`src/verilog/bp_defines.svh`:
```
// Branch predictor sizing macros shared by the packages and the RTL
`ifndef BP_DEFINES_SVH
`define BP_DEFINES_SVH

// Number of direct-mapped BTB entries, must be a power of two
`define BP_BTB_ENTRIES 128

// Global history length
// Also sets the PHT index width, so the PHT holds 2**BP_GHR_BITS counters
`define BP_GHR_BITS 5

// Counter value after reset (strongly not taken)
`define BP_PHT_INIT 2'b00

`endif
```
`src/verilog/bp_pkg.sv`:
```
// Predictor table and history types for the BTB and gshare blocks
`include "bp_defines.svh"

package bp_pkg;

    localparam int unsigned BTB_ENTRIES    = `BP_BTB_ENTRIES;
    localparam int unsigned BTB_INDEX_BITS = $clog2(`BP_BTB_ENTRIES);
    localparam int unsigned PHT_ENTRIES    = 2 ** `BP_GHR_BITS;

    // PC word bits just above bit 1
    typedef logic [BTB_INDEX_BITS-1:0] btb_index_t;

    // Remaining PC bits above the index
    typedef logic [29-BTB_INDEX_BITS:0] btb_tag_t;

    // Newest outcome in the MSB, older ones move toward the LSB
    typedef logic [`BP_GHR_BITS-1:0] ghr_t;

    typedef logic [`BP_GHR_BITS-1:0] pht_index_t;

    // 2-bit saturating counter, MSB is the predicted direction
    typedef logic [1:0] pht_counter_t;

    typedef enum logic [1:0] {
        kind_none   = 2'd0,
        kind_jump   = 2'd1,
        kind_branch = 2'd2
    } btb_kind_e;

endpackage

```
`src/verilog/rv_isa_pkg.sv`:
```
// RISC-V instruction stream types used by the fetch-stage predictor
package rv_isa_pkg;

    // Byte address of an instruction
    typedef logic [31:0] pc_t;

    // Major opcodes the predictor cares about
    // op_other stands in for every opcode that does not transfer control
    typedef enum logic [6:0] {
        op_branch = 7'b1100011,
        op_jal    = 7'b1101111,
        op_jalr   = 7'b1100111,
        op_other  = 7'b0010011
    } opcode_e;

endpackage

```
`src/verilog/resolve_pipe.sv`:
```
// Two-stage carrier of per-fetch predictor state from fetch to execute
`timescale 1ns/1ps

module resolve_pipe (
    input  logic               clk,
    input  logic               reset_i,
    input  rv_isa_pkg::pc_t    f_pc_i,
    input  bp_pkg::pht_index_t f_index_i,
    input  logic               f_hit_i,
    output rv_isa_pkg::pc_t    ex_pc_o,
    output bp_pkg::pht_index_t ex_index_o,
    output logic               ex_hit_o
);
    import rv_isa_pkg::*;
    import bp_pkg::*;

    // Decode stage copy
    pc_t        d_pc_q;
    pht_index_t d_index_q;
    logic       d_hit_q;

    always_ff @(posedge clk) begin
        if (reset_i) begin
            d_hit_q  <= 1'b0;
            ex_hit_o <= 1'b0;
        end else begin
            d_hit_q  <= f_hit_i;
            ex_hit_o <= d_hit_q;
        end
    end

    // PC and index stages
    always_ff @(posedge clk) begin
        d_pc_q     <= f_pc_i;
        d_index_q  <= f_index_i;
        ex_pc_o    <= d_pc_q;
        ex_index_o <= d_index_q;
    end

    // Both stages must have flushed out before a hit may appear
    no_hit_after_reset: assert property (
        @(posedge clk)
        reset_i ##1 !reset_i |-> !ex_hit_o ##1 !ex_hit_o
    ) else $error("Execute hit seen within two cycles of reset");

endmodule

```
`config.mk`:
```
export PLATFORM = sky130hd
export DESIGN_NAME = resolve_pipe
export DESIGN_NICKNAME = d
export VERILOG_FILES = /design/src/verilog/bp_pkg.sv /design/src/verilog/rv_isa_pkg.sv /design/src/verilog/resolve_pipe.sv
export VERILOG_INCLUDE_DIRS = /design/src /design/src/verilog
export SDC_FILE = /design/constraint.sdc
export NUM_CORES = 1
export LEC_CHECK = 0
export ABC_AREA = 1
export BUFFER_PORTS_ARGS = -buffer_cell sky130_fd_sc_hd__buf_4
export CAP_MARGIN = 25
export CORE_MARGIN = 5
export CORE_UTILIZATION = 49
export CTS_BUF_LIST = sky130_fd_sc_hd__clkbuf_4 sky130_fd_sc_hd__clkbuf_8
export CTS_CLUSTER_DIAMETER = 30
export DETAILED_ROUTE_END_ITERATION = 6
export PLACE_DENSITY = 0.85
export SLEW_MARGIN = 10
export SYNTH_ARGS = -nofsm -noshare
export SYNTH_HDL_FRONTEND = slang
export SYNTH_SLANG_ARGS = --single-unit
```
`constraint.sdc`:
```
create_clock -name clk -period 0.9 [get_ports clk]
set_clock_uncertainty 0.1 [all_clocks]
set_input_delay 0.18 -clock clk [delete_from_list [all_inputs] [get_ports clk]]
set_output_delay 0.18 -clock clk [all_outputs]
set_load 0.03 [all_outputs]
```
==> results of run 1 <==
through the flow:
stage          util (%)  area, um^2  std cells  setup TNS, ps
2_1_floorplan         -        1540         80              0
3_3_place_gp       71.7        2170        201              0
3_5_place_dp       71.7        2170        201              0
4_1_cts            95.5        2890        256          -9380
5_1_grt            95.5        2890        256         -10940
6_report           95.5        2890        256          -9180
Yosys cell counts:
cell type	count
dfxtp_1	76
inv_1	2
nor2_1	2
layer usage:
metal | track usage, % | vias to the layer above | share of wire (%) | routed length [um]
met5 | 0 | - | 0 | 0
met4 | 10.7 | 0 | 1.5 | 72
met3 | 6.46 | 8 | 5.9 | 290
met2 | 47.9 | 54 | 55 | 2710
met1 | 26.2 | 492 | 38 | 1840
li1 | - | 497 | - | -
power by group through the flow:
stage                     sequential [mW]  clock [mW]  combinational, mW
after detailed placement             3.67           0              0.462
final                                3.64        2.02              0.678
after CTS                            3.62        1.95              0.658
after global placement               3.66           0              0.452
after global routing                 3.66        2.21              0.703
after floorplan                      3.84           0            0.00304
sequential cells by signal, summed over array words and instances, names as in the netlist:
register	count
d_hit_q	1
d_index_q	5
d_pc_q	32
ex_hit_o	1
ex_index_o	5
ex_pc_o	32
worst reg2reg max path: cells and delay by family, from the launching register on:
kind / cells / cell delay, ps
flops: 1 / 370
simple gates: 1 / 130
buf+inv: 1 / 50
layout make-up:
cell class	instances	area share (%)
inverter	2	0.260
tap	44	1.90
multi-input combinational	2	0.260
timing repair buffer	116	38.4
clock inverter	3	0.649
sequential	76	54.3
clock buffer	13	4.24
repair_timing:
action                                 in CTS  in global routing
endpoints found under the hold margin      39                  0
setup endpoints to repair                  38                 38
buffers inserted                            0                  0
hold buffers                               39                  0
resized for setup                          76                  0
cells in the final DEF (no fill, tap or decap):
cell / synthesis / routed
buf_4: 0 / 39
buf_6: 0 / 38
clkbuf_4: 0 / 9
clkbuf_8: 0 / 4
clkinv_2: 0 / 2
clkinv_4: 0 / 1
dfxtp_1: 76 / 38
dfxtp_2: 0 / 38
dlygate4sd3_1: 0 / 39
inv_1: 2 / 2
nor2_1: 2 / 2
logic make-up (layout without fill, tap and decap cells):
kind of cell,Yosys count,in the layout,share of synthesized area [%]
buf+inv,2,134,0.489
simple gates,2,2,0.489
flops,76,76,99.0
worst max path at each step:
stage                 from     endpoint  slack [ps]  cells after the start
3_3_place_gp   ex_pc_o[23]  ex_pc_o[23]         170                      1
5_1_grt         ex_pc_o[7]   ex_pc_o[7]        -330                      1
2_1_floorplan     ex_hit_o     ex_hit_o         160                      0
6_report          ex_hit_o     ex_hit_o        -280                      1
4_1_cts        ex_pc_o[13]  ex_pc_o[13]        -280                      1
3_5_place_dp   ex_pc_o[13]  ex_pc_o[13]         140                      1
==> metrics.txt, run 1 <==
routed via count 1,051; TritonCTS Sinks 76; critical path class reg2out; Die Area between 4000 and 5000 um^2; post-synthesis cell type count 3; Req. time, crit path 620 ps; Internal around 4.8 mW; Detailed Place HPWL 2120 um; number of antenna violations at the first check in global routing 0; worst-case clock buffer depth 2; initial detailed-routing violation count 39; maximum vdd drop 2.28 mV; Final nets 247; core area 3030 um^2; RSZ-0062 raised after global routing yes; crit share post-route 131%; Cell Area, Synth roughly 1500 um^2; drt drc 0; layout cells sized above 1 61.8%; Hold Crit Start d_pc_q[17]; CTS tree done; status finished with violations; failing checks setup timing; Die Height 66.0 um; CP bufs+invs 1; first-pass GRT wire length between 7000 and 8000 um; CTS root buf clkbuf_4; Max-cap violations 0; Sw Pwr 1.53 mW; IO Count 78; worst slack, placed 145 ps; crit end category primary output; Hold Path End ex_pc_o[17]; reg-to-reg critical path startpoint d_hit_q; crit start category flop; Max Transition Viols Final 0; Final Hold Viols 0; number of core rows 20; worst slew pin tran around 220 ps; GRT overflow 0; chip width 66.0 um; post-route antenna net violation count 0; leakage power 1.32 nW; Reg2Reg Depth 2; Syn Inst Count 80; hold depth 0; Register Area approximately 1600 um^2; critical path cell sequence buf_6; HP Class reg2reg; PwrDens 2190 nW/um^2; ant diodes 0; #FFs+latches synth 76; drt total wl approximately 4900 um; routed len/inst 19.2 um; Fillers just over 60; Routability Congestion 0.621; WP data arrival 900 ps; Comb pwr share 10.7%; Tot GR Track Use around 25%; share of Yosys cell area claimed by the top area cell type 99.0%; CP max stage delay 370 ps; drt pass-1 iters 4; area taken by multi-input logic gates roughly 7.5 um^2; CP Max Fanout 1; register area share after synthesis 99.0%; Clk network pwr share 31.9%; Max-slew headroom 85.5%; fmax 850 MHz; worst reg2reg setup slack about 180 ps; number of global-route vias before repair 1,226; clock slew at reported path FFs approximately 120 ps; Total Power 6.34 mW; cell taking the most area after synthesis dfxtp_1; CTS H-tree depth 3; sw frac between 20% and 30%; final worst slack -277 ps; final setup fails 38; Avg Vias per Cell 4.11; Syn. warnings 0; Starting Density 50.7%; synth top area cells dfxtp_1 99%, inv_1 0.49%, nor2_1 0.49%; Worst-Skew Late Latency 390 ps; Area Overhead vs Synth 88.2%; syn_area_per_cell ~19 um^2; CTS buffer count 9; largest net degree at the start of global routing 13; Worst R2R End ex_hit_o; I/O Buffers 77; syn nets 120; delay-heaviest family, CP flip-flops; Slowest-stage cell, CP dfxtp_2; Tmin final 1180 ps; share of power burned in registers 57.4%; Hold Slack about 230 ps
No activity file was read; power rests on OpenSTA's default activity.
==> run 2, diff against run 1 <==
--- a/config.mk
+++ b/config.mk
@@ -7,7 +7,7 @@
 export NUM_CORES = 1
 export LEC_CHECK = 0
 export ABC_AREA = 1
-export BUFFER_PORTS_ARGS = -buffer_cell sky130_fd_sc_hd__buf_4
+export BUFFER_PORTS_ARGS = -buffer_cell sky130_fd_sc_hd__clkbuf_2
 export CAP_MARGIN = 25
 export CORE_MARGIN = 5
 export CORE_UTILIZATION = 49
==> metrics.txt, run 2 <==
syn nets 120 (unchanged); buffer count from post-CTS setup fixing 0 (unchanged); share of Yosys cell area claimed by the top area cell type 99.0% (unchanged); number of core rows 20 (unchanged); chip width 66.0 um (unchanged); CTS buffer count 9 (unchanged); Cell Area, Synth 1540 um^2 (unchanged); CTS Hold Bufs 39 (unchanged); TritonCTS Sinks 76 (unchanged); placed cell area 1980 um^2 (was 2170 um^2); Detailed Place HPWL 2040 um (was 2120 um); worst slack, placed 109 ps (was 145 ps); Syn. warnings 0 (unchanged); cell taking the most area after synthesis dfxtp_1 (unchanged); EDFF count, synth 0 (unchanged); Die Height 66.0 um (unchanged); register area share after synthesis 99.0% (unchanged); syn_area_per_cell 19.2 um^2 (unchanged); CTS H-tree depth 3 (unchanged); IO Count 78 (unchanged); post_cts resized 103 (was 76); post-synthesis cell type count 3 (unchanged); status aborted with a tool error (was finished with violations); Post-synth top cells 76 x dfxtp_1, 2 x inv_1, 2 x nor2_1 (unchanged); top-count cell post-synth dfxtp_1 (unchanged); synth top area cells dfxtp_1 99%, inv_1 0.49%, nor2_1 0.49% (unchanged); Err [ERROR DPL-0033] detailed placement checks failed during check placement.; ys async rst share 0% (unchanged); Starting Density 50.7% (unchanged); worst-case clock buffer depth 2 (unchanged); placed cells 201 (unchanged); #FFs+latches synth 76 (unchanged); CTS root buf clkbuf_4 (unchanged); Routability Congestion 0.614 (was 0.621); Synth Flop Type dfxtp_1 (unchanged); Syn Inst Count 80 (unchanged); Failed at clock tree synthesis; I/O Buffers 77 (unchanged)
run 2: cell counts after synthesis:
Identical to the previous run, type by type.
run 2: kinds of logic after synthesis:
logic type	after synthesis	synth area share, %
buf+inv	2	0.489
simple gates	2	0.489
flops	76	99.0
run 2: through the flow:
stage | hold WS, ps | utilization, %
2_1_floorplan | 108 | -
3_3_place_gp | 182 | 65.3
3_5_place_dp | 184 | 65.3
==> run 3, diff against run 2 <==
--- a/config.mk
+++ b/config.mk
@@ -10,11 +10,9 @@
 export BUFFER_PORTS_ARGS = -buffer_cell sky130_fd_sc_hd__clkbuf_2
 export CAP_MARGIN = 25
 export CORE_MARGIN = 5
-export CORE_UTILIZATION = 49
-export CTS_BUF_LIST = sky130_fd_sc_hd__clkbuf_4 sky130_fd_sc_hd__clkbuf_8
-export CTS_CLUSTER_DIAMETER = 30
+export CORE_UTILIZATION = 35
 export DETAILED_ROUTE_END_ITERATION = 6
-export PLACE_DENSITY = 0.85
+export PLACE_DENSITY_LB_ADDON = 0.15
 export SLEW_MARGIN = 10
 export SYNTH_ARGS = -nofsm -noshare
 export SYNTH_HDL_FRONTEND = slang
==> metrics.txt, run 3 (synthesis results as in run 1) <==
status finished with violations (was aborted with a tool error); failing checks setup timing; maximum vdd drop 1.28 mV; number of core rows 24 (was 20); final setup fails 38; drt total wl between 3000 and 4000 um; buffer count from post-CTS setup fixing 0 (unchanged); critical path cell sequence buf_8; design area about 3000 um^2; initial detailed-routing violation count 37; CTS buffer count 9 (unchanged); worst-case clock buffer depth 2 (unchanged); GRT overflow 0; largest net degree at the start of global routing 14; RSZ-0062 raised after global routing yes; CP bufs+invs 1; Avg Vias per Cell 3.78; crit share post-route 120%; routed via count 995; CP Max Fanout 1; Max-slew headroom ~93%; IO Count 78 (unchanged); layout cells sized above 1 61.6%; placed cells 209 (was 201); chip width 76.3 um (was 66.0 um); fin cells 263; Die Area 5810 um^2; CTS root buf clkbuf_8 (was clkbuf_4); most frequent cells in the layout 39 x dlygate4sd3_1, 39 x clkbuf_2, 38 x dfxtp_1, 38 x dfxtp_2, 38 x buf_8; Routability Congestion 0.617 (was 0.614); sw frac 23.3%; fmax 929 MHz; critical path class reg2out; Die Height 76.3 um (was 66.0 um); CTS tree done; I/O Buffers 77 (unchanged); ant diodes 0; number of global-route vias before repair between 1,000 and 1,500; crit start category flop; core area 4290 um^2; reg-to-reg critical path startpoint d_hit_q; Final nets between 200 and 250; CTS H-tree depth 3 (unchanged); Tmin final 1080 ps; first-pass GRT wire length 5130 um; placed cell area 1990 um^2 (was 1980 um^2); TritonCTS Sinks 76 (unchanged); Hold Crit Start d_pc_q[9]; routed len/inst around 12 um; drt drc 0; Clk network pwr share 33.1%; Final Hold Viols 0; leakage power 1.34 nW; Max Transition Viols Final 0; Tot GR Track Use a little under an eighth; biggest regs d_pc_q: 32 flops, ex_pc_o: 32 flops; Starting Density 35.8% (was 50.7%); PwrDens 2170 nW/um^2; CP max stage delay 350 ps; share of power burned in registers 56.5%; final worst slack -176 ps; WP data arrival about 800 ps; Critical Path Source ex_pc_o[8]; worst slew pin tran approximately 100 ps; HP Class reg2reg; crit end category primary output; Slowest-stage cell, CP dfxtp_2; Req. time, crit path 620 ps; Max-cap violations 0; Internal 4.94 mW; Sw Pwr 1.50 mW; post-route antenna net violation count 0; Worst-Skew Late Latency 330 ps; clock slew at reported path FFs 80 ps; number of antenna violations at the first check in global routing 0; Comb pwr share 10.3%; Area Overhead vs Synth 93.3%; drt pass-1 iters 4; delay-heaviest family, CP flip-flops
[run 3: final timing paths]
| kind | end | slack (ps) | cells after the start |
|---|---|---|---|
| max | ex_pc_o[8] | -180 | 1 |
| min | ex_pc_o[9] | 220 | 0 |
| max reg2reg | ex_hit_o | 330 | 2 |
| min reg2reg | ex_pc_o[9] | 220 | 0 |
[run 3: final cells by class]
class / instances / area [um^2]
multi-input cells: 2 / 7.51
fillers: 310 / 1320
well taps: 52 / 65.1
repair buffers: 116 / 1160
inverters: 2 / 7.51
clock buffers: 9 / 124
flip-flops and latches: 76 / 1570
clock inverters: 6 / 41.3
[run 3: power by group through the flow]
stage	clock (mW)	sequential, mW	combinational (mW)
after floorplan	0	3.84	0.00304
after global placement	0	3.66	0.353
after detailed placement	0	3.66	0.357
after CTS	2.22	3.61	0.625
after global routing	2.37	3.66	0.695
final	2.13	3.64	0.665
[run 3: repair_timing]
action / in CTS / in global routing
setup endpoints to repair: 38 / 38
hold endpoints to repair: 39 / 0
gates resized for setup: 110 / 42
hold buffers: 39 / 0
[run 3: metrics by stage]
stage               power [mW]  setup slack (ps)  utilization (%)  hold WS [ps]  TNS, ps
CTS                       6.46              -214             67.9           225    -7720
detailed placement        4.02               111             46.3           184        0
global placement          4.01               130             46.3           182        0
global route              6.72              -222             69.2           230    -7740
floorplan                 3.84               161                -           108        0
finish                    6.44              -176             69.2           221    -6160
[run 3: layer usage]
layer	track usage (%)	vias to the layer above	share of wire (%)
li1	-	496	-
met1	11.6	453	35
met2	19.8	44	57
met3	5.32	2	7.2
met4	8.39	0	0.83
met5	0	-	0
