**src/verilog/bp_defines.svh**
```systemverilog
// Branch predictor sizing macros shared by the packages and the RTL
`ifndef BP_DEFINES_SVH
`define BP_DEFINES_SVH

// Number of direct-mapped BTB entries, must be a power of two
`define BP_BTB_ENTRIES 128

// Global history length
// Also sets the PHT index width, so the PHT holds 2**BP_GHR_BITS counters
`define BP_GHR_BITS 5

// Counter value after reset (strongly not taken)
`define BP_PHT_INIT 2'b00

`endif
```
**src/verilog/bp_pkg.sv**
```systemverilog
// Predictor table and history types for the BTB and gshare blocks
`include "bp_defines.svh"

package bp_pkg;

    localparam int unsigned BTB_ENTRIES    = `BP_BTB_ENTRIES;
    localparam int unsigned BTB_INDEX_BITS = $clog2(`BP_BTB_ENTRIES);
    localparam int unsigned PHT_ENTRIES    = 2 ** `BP_GHR_BITS;

    // PC word bits just above bit 1
    typedef logic [BTB_INDEX_BITS-1:0] btb_index_t;

    // Remaining PC bits above the index
    typedef logic [29-BTB_INDEX_BITS:0] btb_tag_t;

    // Newest outcome in the MSB, older ones move toward the LSB
    typedef logic [`BP_GHR_BITS-1:0] ghr_t;

    typedef logic [`BP_GHR_BITS-1:0] pht_index_t;

    // 2-bit saturating counter, MSB is the predicted direction
    typedef logic [1:0] pht_counter_t;

    typedef enum logic [1:0] {
        kind_none   = 2'd0,
        kind_jump   = 2'd1,
        kind_branch = 2'd2
    } btb_kind_e;

endpackage

```
**src/verilog/rv_isa_pkg.sv**
```systemverilog
// RISC-V instruction stream types used by the fetch-stage predictor
package rv_isa_pkg;

    // Byte address of an instruction
    typedef logic [31:0] pc_t;

    // Major opcodes the predictor cares about
    // op_other stands in for every opcode that does not transfer control
    typedef enum logic [6:0] {
        op_branch = 7'b1100011,
        op_jal    = 7'b1101111,
        op_jalr   = 7'b1100111,
        op_other  = 7'b0010011
    } opcode_e;

endpackage

```
**src/verilog/gshare_predictor.sv**
```systemverilog
// Gshare direction predictor with saturating counters and global history
`timescale 1ns/1ps
`include "bp_defines.svh"

module gshare_predictor (
    input  logic                   clk,
    input  logic                   reset_i,
    input  rv_isa_pkg::pc_t        pc_i,
    input  logic                   upd_en_i,
    input  bp_pkg::pht_index_t     upd_index_i,
    input  logic                   upd_taken_i,
    input  logic                   flush_i,
    output logic                   taken_o,
    output bp_pkg::pht_index_t     index_o
);
    import rv_isa_pkg::*;
    import bp_pkg::*;

    pht_counter_t pht_q [PHT_ENTRIES];
    ghr_t         ghr_q;
    pht_counter_t upd_count;

    // Hash the low PC word bits with the history
    assign index_o = pc_i[`BP_GHR_BITS+1:2] ^ ghr_q;
    assign taken_o = pht_q[index_o][1];

    assign upd_count = pht_q[upd_index_i];

    // Counter update, saturating at both ends
    always_ff @(posedge clk) begin
        if (reset_i) begin
            for (int i = 0; i < PHT_ENTRIES; i++) begin
                pht_q[i] <= `BP_PHT_INIT;
            end
        end else if (upd_en_i) begin
            if (upd_taken_i && (upd_count != 2'b11)) begin
                pht_q[upd_index_i] <= upd_count + 2'd1;
            end else if (!upd_taken_i && (upd_count != 2'b00)) begin
                pht_q[upd_index_i] <= upd_count - 2'd1;
            end
        end
    end

    // History takes the resolved outcome, not the prediction
    // Flush wins over a same-cycle update
    always_ff @(posedge clk) begin
        if (reset_i || flush_i) begin
            ghr_q <= '0;
        end else if (upd_en_i) begin
            ghr_q <= {upd_taken_i, ghr_q[`BP_GHR_BITS-1:1]};
        end
    end

    pht_no_wrap_up: assert property (
        @(posedge clk) disable iff (reset_i)
        upd_en_i && upd_taken_i && (upd_count == 2'b11)
            |=> pht_q[$past(upd_index_i)] == 2'b11
    ) else $error("PHT counter wrapped past strongly taken");

    pht_no_wrap_down: assert property (
        @(posedge clk) disable iff (reset_i)
        upd_en_i && !upd_taken_i && (upd_count == 2'b00)
            |=> pht_q[$past(upd_index_i)] == 2'b00
    ) else $error("PHT counter wrapped past strongly not taken");

    ghr_cleared_by_flush: assert property (
        @(posedge clk) disable iff (reset_i)
        flush_i |=> (ghr_q == '0)
    ) else $error("GHR not cleared one cycle after flush");

endmodule

```
**config.mk**
```make
export PLATFORM = sky130hd
export DESIGN_NAME = gshare_predictor
export DESIGN_NICKNAME = d
export VERILOG_FILES = /design/src/verilog/bp_pkg.sv /design/src/verilog/rv_isa_pkg.sv /design/src/verilog/gshare_predictor.sv
export VERILOG_INCLUDE_DIRS = /design/src /design/src/verilog
export SDC_FILE = /design/constraint.sdc
export NUM_CORES = 1
export LEC_CHECK = 0
export BUFFER_PORTS_ARGS = -buffer_cell sky130_fd_sc_hd__buf_4
export CAP_MARGIN = 0
export CORE_MARGIN = 2
export CORE_UTILIZATION = 50
export CTS_BUF_LIST = sky130_fd_sc_hd__clkbuf_8
export DETAILED_ROUTE_END_ITERATION = 7
export PLACE_DENSITY = 0.7
export SYNTH_ARGS = -nofsm -noshare
export SYNTH_HDL_FRONTEND = slang
export SYNTH_SLANG_ARGS = --single-unit
```
**constraint.sdc**
```tcl
create_clock -name clk -period 5.05 [get_ports clk]
set_input_delay 0 -clock clk [delete_from_list [all_inputs] [get_ports clk]]
set_output_delay 0 -clock clk [all_outputs]
set_load 0.02 [all_outputs]
```
==> reports/results.md, run 1 <==
* register-to-register setup slack: 1680 ps
* Yosys top cell by area: sky130_fd_sc_hd__edfxtp_1
* setup_tns: 0 ps
* final setup fails: 0
* layout cell share with drive strength beyond 1: 0.172
* number of iterations in the first detailed-routing pass: 4
* Antenna Nets Post-Route: 0
* areal power density over the cells: 290 mW/mm^2
* Avg Vias per Cell: 6.86
* transition at the pin with the smallest max-transition slack: 1260 ps
* number of DRC markers in iteration 0: 311
* critical path data arrival time: 3420 ps
* Tcrit/Tclk final: 0.668
* root cell of the clock tree: sky130_fd_sc_hd__clkbuf_8
* via count of the first global-routing pass: 2959
* total stage count of the critical path: 6
* Worst Path Class, Setup: reg -> reg
* total routing usage reported by global routing: 0.245
* final core utilization: 0.550
* CP top delay family: compound AO/OA/AOI/OAI gates
* number of synthesized flops with an enable pin: 64
* number of antenna violations at the first check in global routing: 0
* Worst path slowest cell: sky130_fd_sc_hd__xnor2_2
* startpoint of the tightest hold check path: upd_en_i
* worst ir drop on vdd: 0.000112 V
* sequential cell area fraction in the yosys report: 0.492
* number of I/O pins: 48
* layout overhead on the synthesized area: 8.34%
* H-tree levels: 3
* Main synth FF type: sky130_fd_sc_hd__edfxtp_1
* CTS tree: built
* mean cell area of the mapped netlist: 11.6 um^2
* netlist area before placement: 0.00411 mm^2
* number of buffers inserted by post-CTS setup repair: 0
* Cells on Worst Hold Path: 3
* remaining global-route overflow: 0
* row count: 33
* die boundary height: 94.7 um
* number of cells upsized or downsized after cts: 0
* average wire per cell in the routed design: 22.7 um
* number of different library cells in the post-synthesis netlist: 38
* nets: 392
* area of the core: 0.00809 mm^2
* maximum fanout along the worst path: 17
* Die Outline Area: 0.00896 mm^2
* clock buffers created by TritonCTS: 9
* post-synth net total: 395
* worst clock skew: 11.4 ps
* clock slew at the register clock pins of the worst setup and hold paths: 70 ps
* logic depth of the worst register-to-register path: 6
* status: finished clean
* peak per-stage delay on the critical path: 830 ps
* Max Slew Vio Count: 0
* post-detailed-route DRC marker count: 0
* maximum number of pins on one net before global-route repair: 40
* buffer depth of the longest clock path: 2
* detailed placement HPWL: 6470 um
* endpoint kind of the worst setup timing path: register
* worst hold slack: 43.7 ps
* Worst EP required: 5090 ps
* global-route wire length before repair: 16300 um
* quantity of I/O buffers inserted on ports: 20
* endpoint of the worst hold path: ghr_q[1]
* number of clock sinks seen by CTS: 69
* element type at the critical path start: register
* count of inserted antenna diode cells: 0
* cell count after synthesis: 353
* count of state elements after synthesis: 69
* total detailed-routing wirelength: 10400 um
* Maximum Capacitance Violations: 0
* starting density of the core: 0.508
* final hold violation count: 0
* worst relative slew slack: 0.158
* RR Endpoint: pht_q[6][1]
* via count: 3151
* most common library cells after synthesis: 64 x sky130_fd_sc_hd__edfxtp_1, 40 x sky130_fd_sc_hd__nor2_1, 36 x sky130_fd_sc_hd__nand2_1
* setup repair after global routing missed its margin: no
* Clk Latency, worst-skew pair: 340 ps
* ys async rst share: 0
* Critical R2R Launch: pht_q[15][0]
* standby leakage power: 0.00165 uW
* top area cells in the synthesized netlist: sky130_fd_sc_hd__edfxtp_1 47%, sky130_fd_sc_hd__a41o_1 7.8%, sky130_fd_sc_hd__mux4_2 7.7%
* max frequency: 297 MHz
* Die Span X: 94.7 um
* crit path cell chain: mux4_2 > a2111oi_0 > o211ai_1 > xnor2_2 > buf_4 > a211oi_1
* worst hold path type: in -> reg
* time the final worst path needs with I/O delays and setup: 3370 ps
* number of buffer and inverter stages on the critical path: 1
* final weighted congestion of routability-driven global placement: 0.902
* yosys warns: 0
* count leader, synth: sky130_fd_sc_hd__edfxtp_1
* share of Yosys cell area claimed by the top area cell type: 0.468
[kinds of logic after synthesis]
kind of cell / count (synthesis) / synth area share
muxes: 44 / 0.150
buffers and inverters: 43 / 0.0505
DFF: 69 / 0.492
and+or+nand+nor: 109 / 0.122
AOI/OAI and AO/OA: 82 / 0.172
xor gates and xnor gates: 6 / 0.0128
[state kept, by name, indices dropped and copies added, names as in the netlist]
| signal | flops |
|---|---|
| ghr_q | 5 |
| pht_q | 64 |
[tightest hold or removal path: cells and delay by family]
| kind | cells | cell delay (ps) |
|---|---|---|
| AND/OR/NAND/NOR | 1 | 110 |
| multiplexers | 1 | 80 |
| buffers and inverters | 1 | 150 |
[layer usage]
layer | up-vias | track usage | part of all wire
met1 | 1592 | 0.330 | 0.41
met2 | 145 | 0.402 | 0.50
met5 | - | 0 | 0
li1 | 1399 | - | -
met4 | 0 | 0.0990 | 0.020
met3 | 15 | 0.0343 | 0.071
[where the power goes]
group	internal [uW]	switching, uW
registers	642	8.92
clock network	218	198
logic	73.0	150
total	933	357
[area by class of cell]
type / instances / area, um^2
well taps: 105 / 131
clock buffers: 9 / 124
multi-input cells: 241 / 1910
clock inverters: 6 / 50.0
flip-flops and latches: 69 / 2020
inverters: 2 / 7.51
repair buffers: 27 / 205
fillers: 698 / 3640
[worst max-delay path by stage]
stage	endpoint	startpoint	slack [ps]
6_report	pht_q[6][1]	pht_q[15][0]	1680
5_1_grt	pht_q[8][1]	pht_q[15][0]	1440
4_1_cts	pht_q[8][1]	pht_q[15][0]	1690
3_5_place_dp	pht_q[31][1]	upd_index_i[1]	1660
3_3_place_gp	pht_q[8][1]	upd_index_i[1]	1670
2_1_floorplan	taken_o	ghr_q[0]	2360
[cell usage in the layout, fill, tap and decap left out, types with 3 or more instances in the layout]
master	n
sky130_fd_sc_hd__mux2i_1	29
sky130_fd_sc_hd__edfxtp_1	64
sky130_fd_sc_hd__buf_4	26
sky130_fd_sc_hd__o22ai_1	3
sky130_fd_sc_hd__nand2b_1	8
sky130_fd_sc_hd__nor3_1	9
sky130_fd_sc_hd__nand2_1	36
sky130_fd_sc_hd__clkbuf_8	9
sky130_fd_sc_hd__nor2_1	40
sky130_fd_sc_hd__a41o_1	32
sky130_fd_sc_hd__dfxtp_1	5
sky130_fd_sc_hd__a211oi_1	32
sky130_fd_sc_hd__o32ai_1	5
sky130_fd_sc_hd__xor2_1	4
sky130_fd_sc_hd__inv_1	6
sky130_fd_sc_hd__mux4_2	14
[per-stage QoR]
stage	power, uW	worst slack [ps]	instances	cell area (um^2)
final	1290	1680	459	4450
after global routing	1330	1440	459	4450
after CTS	1290	1690	459	4450
after detailed placement	885	1660	443	4270
after global placement	882	1670	443	4270
after floorplan	815	2360	353	4110
[repair_timing]
action,CTS,global route
hold endpoints to repair,5,0
setup endpoints to repair,0,0
hold buffers,1,0
Note: power is estimated with default switching activity, not from simulation.
==> inputs of run 2 (changes only) <==
- PLACE_DENSITY: 0.7 -> 0.73
- clock period: 5.05 -> 3 ns (I/O delays scaled with it)
==> reports/results.md, run 2 (synthesized netlist as in run 1, its figures left out) <==
* status: finished clean
* multi-input logic area: 0.00190 mm^2, -0.39%
* row count: 33, unchanged
* CP top delay family: compound AO/OA/AOI/OAI gates
* Max Slew Vio Count: 0, unchanged
* root cell of the clock tree: sky130_fd_sc_hd__clkbuf_8
* standby leakage power: 0.00172 uW, +4.4%
* layout overhead on the synthesized area: 12.2%
* post-placement cell area: 0.00436 mm^2, +2.2%
* fin worst setup slack: 125 ps, -1550 ps
* worst relative slew slack: 0.461, +0.302
* total routing usage reported by global routing: 0.262, +0.0166
* CTS tree: built
* via count: 3213, +2.0%
* number of iterations in the first detailed-routing pass: 5, +1
* number of buffer and inverter stages on the critical path: 2, +1
* number of cells upsized or downsized after cts: 0, unchanged
* Antenna Nets Post-Route: 0, unchanged
* Worst Path Class, Setup: reg -> reg
* most flop-heavy register: pht_q
* areal power density over the cells: 526 mW/mm^2, +81%
* Maximum Capacitance Violations: 0, unchanged
* clock slew at the register clock pins of the worst setup and hold paths: 80 ps, about the same
* Post-CTS Hold Buffers: 1, unchanged
* net switching fraction of the power: 0.269, -0.00798
* share of total power in the clock network: 0.380, +0.058
* Clk Latency, worst-skew pair: 360 ps, +20 ps
* max frequency: 348 MHz, +17%
* worst ir drop on vdd: 0.000264 V, +140%
* number of antenna violations at the first check in global routing: 0, unchanged
* P_int: 1770 uW, +90%
* combinational group share of total power: 0.167, -0.006
* final-layout fill cell count: 677, -3.0%
* clock buffers created by TritonCTS: 9, unchanged
* count of inserted antenna diode cells: 0, unchanged
* Setup WS pre-CTS: 259 ps, -1400 ps
* maximum fanout along the worst path: 28, +11
* total detailed-routing wirelength: 11100 um, +6.0%
* layout cell share with drive strength beyond 1: 0.210, +0.0375
* final weighted congestion of routability-driven global placement: 0.951, +5.5%
* leading registers by flop count: pht_q (64), ghr_q (5)
* number of DRC markers in iteration 0: 328, +5.5%
* quantity of I/O buffers inserted on ports: 20, unchanged
* worst clock skew: 11.6 ps, +0.190 ps
* starting density of the core: 0.508, unchanged
* die boundary height: 94.7 um, unchanged
* Die Outline Area: 0.00896 mm^2, unchanged
* nets: 404, +3.1%
* element type at the critical path start: register
* Avg Vias per Cell: 6.81, -0.84%
* final setup fails: 0, unchanged
* remaining global-route overflow: 0, unchanged
* detailed placement HPWL: 6900 um, +6.7%
* post-detailed-route DRC marker count: 0, unchanged
* peak per-stage delay on the critical path: 520 ps, -310 ps
* worst hold path type: in -> reg
* Worst EP required: 3070 ps, -2020 ps
* Tcrit/Tclk final: 0.958, +0.291
* final hold violation count: 0, unchanged
* sequential standard cell area: 0.00202 mm^2, unchanged
* global-route wire length before repair: 17100 um, +4.9%
* NetSw: 652 uW, +82%
* Worst path slowest cell: sky130_fd_sc_hd__mux4_2
* number of I/O pins: 48, unchanged
* Die Span X: 94.7 um, unchanged
* endpoint kind of the worst setup timing path: register
* crit path cell chain: mux4_2 > a2111oi_0 > o211ai_1 > buf_4 > nand3_1 > buf_12 > a41o_1
* setup_tns: 0 ps, unchanged
* sequential cell fraction of total power: 0.452, -0.053
* most common library cell in the layout ignoring fill and taps: sky130_fd_sc_hd__edfxtp_1
* via count of the first global-routing pass: 3144, +6.3%
* number of buffers inserted by post-CTS setup repair: 0, unchanged
* maximum number of pins on one net before global-route repair: 40, unchanged
* final instance area: 0.00461 mm^2, +3.6%
* buffer depth of the longest clock path: 2, unchanged
* number of clock sinks seen by CTS: 69, unchanged
* setup repair after global routing missed its margin: no
* leading cell types in the layout, fill and taps excluded: 64 x sky130_fd_sc_hd__edfxtp_1, 40 x sky130_fd_sc_hd__nor2_1, 37 x sky130_fd_sc_hd__buf_4, 36 x sky130_fd_sc_hd__nand2_1
* max FFs per register: 64, unchanged
* critical path data arrival time: 2940 ps, -480 ps
* transition at the pin with the smallest max-transition slack: 803 ps, -455 ps
* number of non-filler instances in the completed layout: 472, +2.8%
* average wire per cell in the routed design: 23.4 um, +3.0%
* number of instances in the placed design: 455, +2.7%
* time the final worst path needs with I/O delays and setup: 2880 ps, -497 ps
* area of the core: 0.00809 mm^2, unchanged
* H-tree levels: 3, unchanged
run 2: metrics by stage:
stage	hold WS [ps]	util	power, uW
6_report	19.6	0.570	2420
5_1_grt	25.0	0.570	2500
4_1_cts	21.2	0.570	2420
3_5_place_dp	208	0.539	1510
3_3_place_gp	209	0.539	1510
2_1_floorplan	76.8	-	1370
run 2: worst reg2reg max path, cell delays in order, from the launching register on:
cell and delay, ps:
sky130_fd_sc_hd__edfxtp_1 410, sky130_fd_sc_hd__mux4_2 520, sky130_fd_sc_hd__a2111oi_0 520, sky130_fd_sc_hd__o211ai_1 210
sky130_fd_sc_hd__buf_4 200, sky130_fd_sc_hd__nand3_1 250, sky130_fd_sc_hd__buf_12 230, sky130_fd_sc_hd__a41o_1 250
run 2: final timing paths:
check | start | end | slack (ps) | depth (start not counted)
max | pht_q[15][0] | pht_q[0][0] | 120 | 7
min | upd_en_i | ghr_q[1] | 20 | 3
max reg2reg | pht_q[15][0] | pht_q[0][0] | 120 | 7
min reg2reg | ghr_q[0] | ghr_q[0] | 540 | 2
run 2: routing by layer:
metal / global-route usage / routed length (um) / part of all wire / vias up
met2: 0.415 / 5440 / 0.49 / 175
met5: 0 / 0 / 0 / -
met3: 0.0535 / 877 / 0.079 / 23
met4: 0.109 / 251 / 0.023 / 0
li1: - / - / - / 1420
met1: 0.353 / 4500 / 0.41 / 1595
run 2: cell type report:
type / instances / share of cell area
inverters: 2 / 0.00163
clock buffers: 9 / 0.0269
multi-input cells: 241 / 0.413
well taps: 105 / 0.0285
clock inverters: 7 / 0.0247
repair buffers: 39 / 0.0668
flip-flops and latches: 69 / 0.439
run 2: power by group through the flow:
stage,registers [uW],logic (uW),clock network (uW)
after floorplan,1110,262,0
after global placement,1120,391,0
after detailed placement,1120,396,0
after CTS,1100,401,920
after global routing,1100,427,972
final,1100,406,922
==> inputs of run 3 (changes only) <==
- PLACE_DENSITY: 0.73 -> unset
- PLACE_DENSITY_LB_ADDON: unset -> 0.3
==> reports/results.md, run 3 (synthesized netlist as in run 1, its figures left out) <==
* status: finished clean
* Worst EP required: 3110 ps, +40 ps
* Avg Vias per Cell: 6.73, -1.2%
* final setup fails: 0, unchanged
* final core utilization: 0.566, -0.00356
* H-tree levels: 3, unchanged
* number of buffers inserted by post-CTS setup repair: 0, unchanged
* die boundary height: 94.7 um, unchanged
* maximum number of pins on one net before global-route repair: 40, unchanged
* final-layout fill cell count: 680, +0.44%
* total routing usage reported by global routing: 0.248, -0.0139
* share of total power in the clock network: 0.337, -0.043
* root cell of the clock tree: sky130_fd_sc_hd__clkbuf_8
* critical path data arrival time: 2770 ps, -170 ps
* RR Endpoint: pht_q[15][1]
* via count of the first global-routing pass: 3137, -0.22%
* leading registers by flop count: pht_q (64), ghr_q (5)
* Antenna Nets Post-Route: 0, unchanged
* most common library cell in the layout ignoring fill and taps: sky130_fd_sc_hd__edfxtp_1
* starting density of the core: 0.508, unchanged
* remaining global-route overflow: 0, unchanged
* transition at the pin with the smallest max-transition slack: 795 ps, -8.28 ps
* max frequency: 376 MHz, +8.1%
* sequential cell fraction of total power: 0.484, +0.032
* total detailed-routing wirelength: 10700 um, -3.5%
* areal power density over the cells: 494 mW/mm^2, -6.1%
* via count: 3196, -0.53%
* most flop-heavy register: pht_q
* worst ir drop on vdd: 0.000239 V, -9.3%
* P_int: 1610 uW, -9.1%
* startpoint of the tightest hold check path: upd_en_i
* time the final worst path needs with I/O delays and setup: 2660 ps, -216 ps
* buffer depth of the longest clock path: 2, unchanged
* maximum fanout along the worst path: 16, -43%
* endpoint kind of the worst setup timing path: register
* Clk Latency, worst-skew pair: 350 ps, about the same
* row count: 33, unchanged
* net switching fraction of the power: 0.288, +0.0193
* average wire per cell in the routed design: 22.5 um, -4.1%
* global-route wire length before repair: 16400 um, -4.1%
* nets: 407, +0.74%
* layout cell share with drive strength beyond 1: 0.219, +0.00911
* quantity of I/O buffers inserted on ports: 20, unchanged
* number of iterations in the first detailed-routing pass: 5, unchanged
* clock slew at the register clock pins of the worst setup and hold paths: 80 ps, about the same
* leading cell types in the layout, fill and taps excluded: 64 x sky130_fd_sc_hd__edfxtp_1, 41 x sky130_fd_sc_hd__buf_4, 40 x sky130_fd_sc_hd__nor2_1, 36 x sky130_fd_sc_hd__nand2_1
* standby leakage power: 0.00171 uW, -0.78%
* worst relative slew slack: 0.466, +0.00556
* number of clock sinks seen by CTS: 69, unchanged
* clock buffers created by TritonCTS: 9, unchanged
* worst hold path type: in -> reg
* Max Slew Vio Count: 0, unchanged
* NetSw: 653 uW, about the same
* area of the core: 0.00809 mm^2, unchanged
* setup repair after global routing missed its margin: no
* Critical R2R Launch: pht_q[12][1]
* Die Outline Area: 0.00896 mm^2, unchanged
* max FFs per register: 64, unchanged
* layout overhead on the synthesized area: 11.5%
* number of I/O pins: 48, unchanged
* post-detailed-route DRC marker count: 0, unchanged
* Tcrit/Tclk final: 0.886, -0.0719
* final hold violation count: 0, unchanged
* CTS tree: built
* final weighted congestion of routability-driven global placement: 0.863, -9.3%
* register-to-register setup slack: 340 ps, +220 ps
* element type at the critical path start: register
* number of DRC markers in iteration 0: 299, -8.8%
* setup_tns: 0 ps, unchanged
* detailed placement HPWL: 7010 um, +1.6%
* Maximum Capacitance Violations: 0, unchanged
* count of inserted antenna diode cells: 0, unchanged
* logic depth of the worst register-to-register path: 7, unchanged
* Die Span X: 94.7 um, unchanged
* Worst Path Class, Setup: reg -> reg
* Cells on Worst Hold Path: 3, unchanged
* combinational group share of total power: 0.179, +0.012
* endpoint of the worst hold path: ghr_q[2]
* number of antenna violations at the first check in global routing: 0, unchanged
* worst clock skew: 9.55 ps, -2.06 ps
## run 3: changes by cell type in the layout (fill, tap and decap cells not counted)
cell                         change
sky130_fd_sc_hd__clkinv_1        -1
sky130_fd_sc_hd__buf_12          -1
sky130_fd_sc_hd__inv_6           +1
sky130_fd_sc_hd__buf_4           +4
sky130_fd_sc_hd__clkinv_4        +1
sky130_fd_sc_hd__clkinvlp_4      +1
sky130_fd_sc_hd__bufinv_16       -2
## run 3: through the flow
step                hold slack [ps]  cell area [um^2]  total power, uW  cells  setup slack, ps
detailed placement              210              4370             1510    458              395
floorplan                      76.8              4110             1370    353              308
finish                         20.9              4580             2260    475              341
global placement                211              4370             1510    458              408
global route                   30.8              4580             2330    475              224
CTS                            14.6              4580             2260    475              367
## run 3: how the worst max path moves through the flow
stage	from	slack, ps	cells past startpoint	end
final	pht_q[12][1]	340	7	pht_q[15][1]
after global routing	pht_q[12][0]	220	6	pht_q[25][0]
after CTS	pht_q[12][0]	370	6	pht_q[15][1]
after detailed placement	pht_q[12][0]	390	6	pht_q[15][1]
after global placement	pht_q[12][0]	410	6	pht_q[27][1]
after floorplan	ghr_q[0]	310	4	taken_o
## run 3: cell type report
class / count / area (um^2) / share of cell area
sequential: 69 / 2020 / 0.441
multi-input combinational: 241 / 1900 / 0.416
clock inverter: 7 / 75.1 / 0.0164
inverter: 2 / 7.51 / 0.00164
clock buffer: 9 / 124 / 0.0270
tap: 105 / 131 / 0.0287
timing repair buffer: 42 / 318 / 0.0694
## run 3: critical path, cell delays in order, from the launching register on
cell                        delay (ps)
sky130_fd_sc_hd__edfxtp_1          440
sky130_fd_sc_hd__mux4_2            490
sky130_fd_sc_hd__nor3b_1           170
sky130_fd_sc_hd__nor4_2            280
sky130_fd_sc_hd__o2111ai_2         170
sky130_fd_sc_hd__or3_1             360
sky130_fd_sc_hd__buf_4             220
sky130_fd_sc_hd__a41o_1            290
## run 3: layer usage
| layer | vias up | wire length (um) | global-route usage |
|---|---|---|---|
| li1 | 1425 | - | - |
| met1 | 1553 | 4260 | 0.317 |
| met2 | 181 | 5090 | 0.397 |
| met3 | 37 | 911 | 0.0543 |
| met4 | 0 | 411 | 0.128 |
| met5 | - | 0 | 0 |
## run 3: timing repair
| item | 4_1_cts | 5_1_grt |
|---|---|---|
| gates resized for setup | 0 | 0 |
| hold buffers | 1 | 0 |
| endpoints found under the hold margin | 5 | 0 |
## run 3: power by group through the flow
stage	Clock, uW	Combinational (uW)	Sequential [uW]
CTS	769	398	1100
detailed placement	0	396	1120
floorplan	0	262	1110
finish	763	404	1100
global placement	0	390	1120
global route	801	427	1100
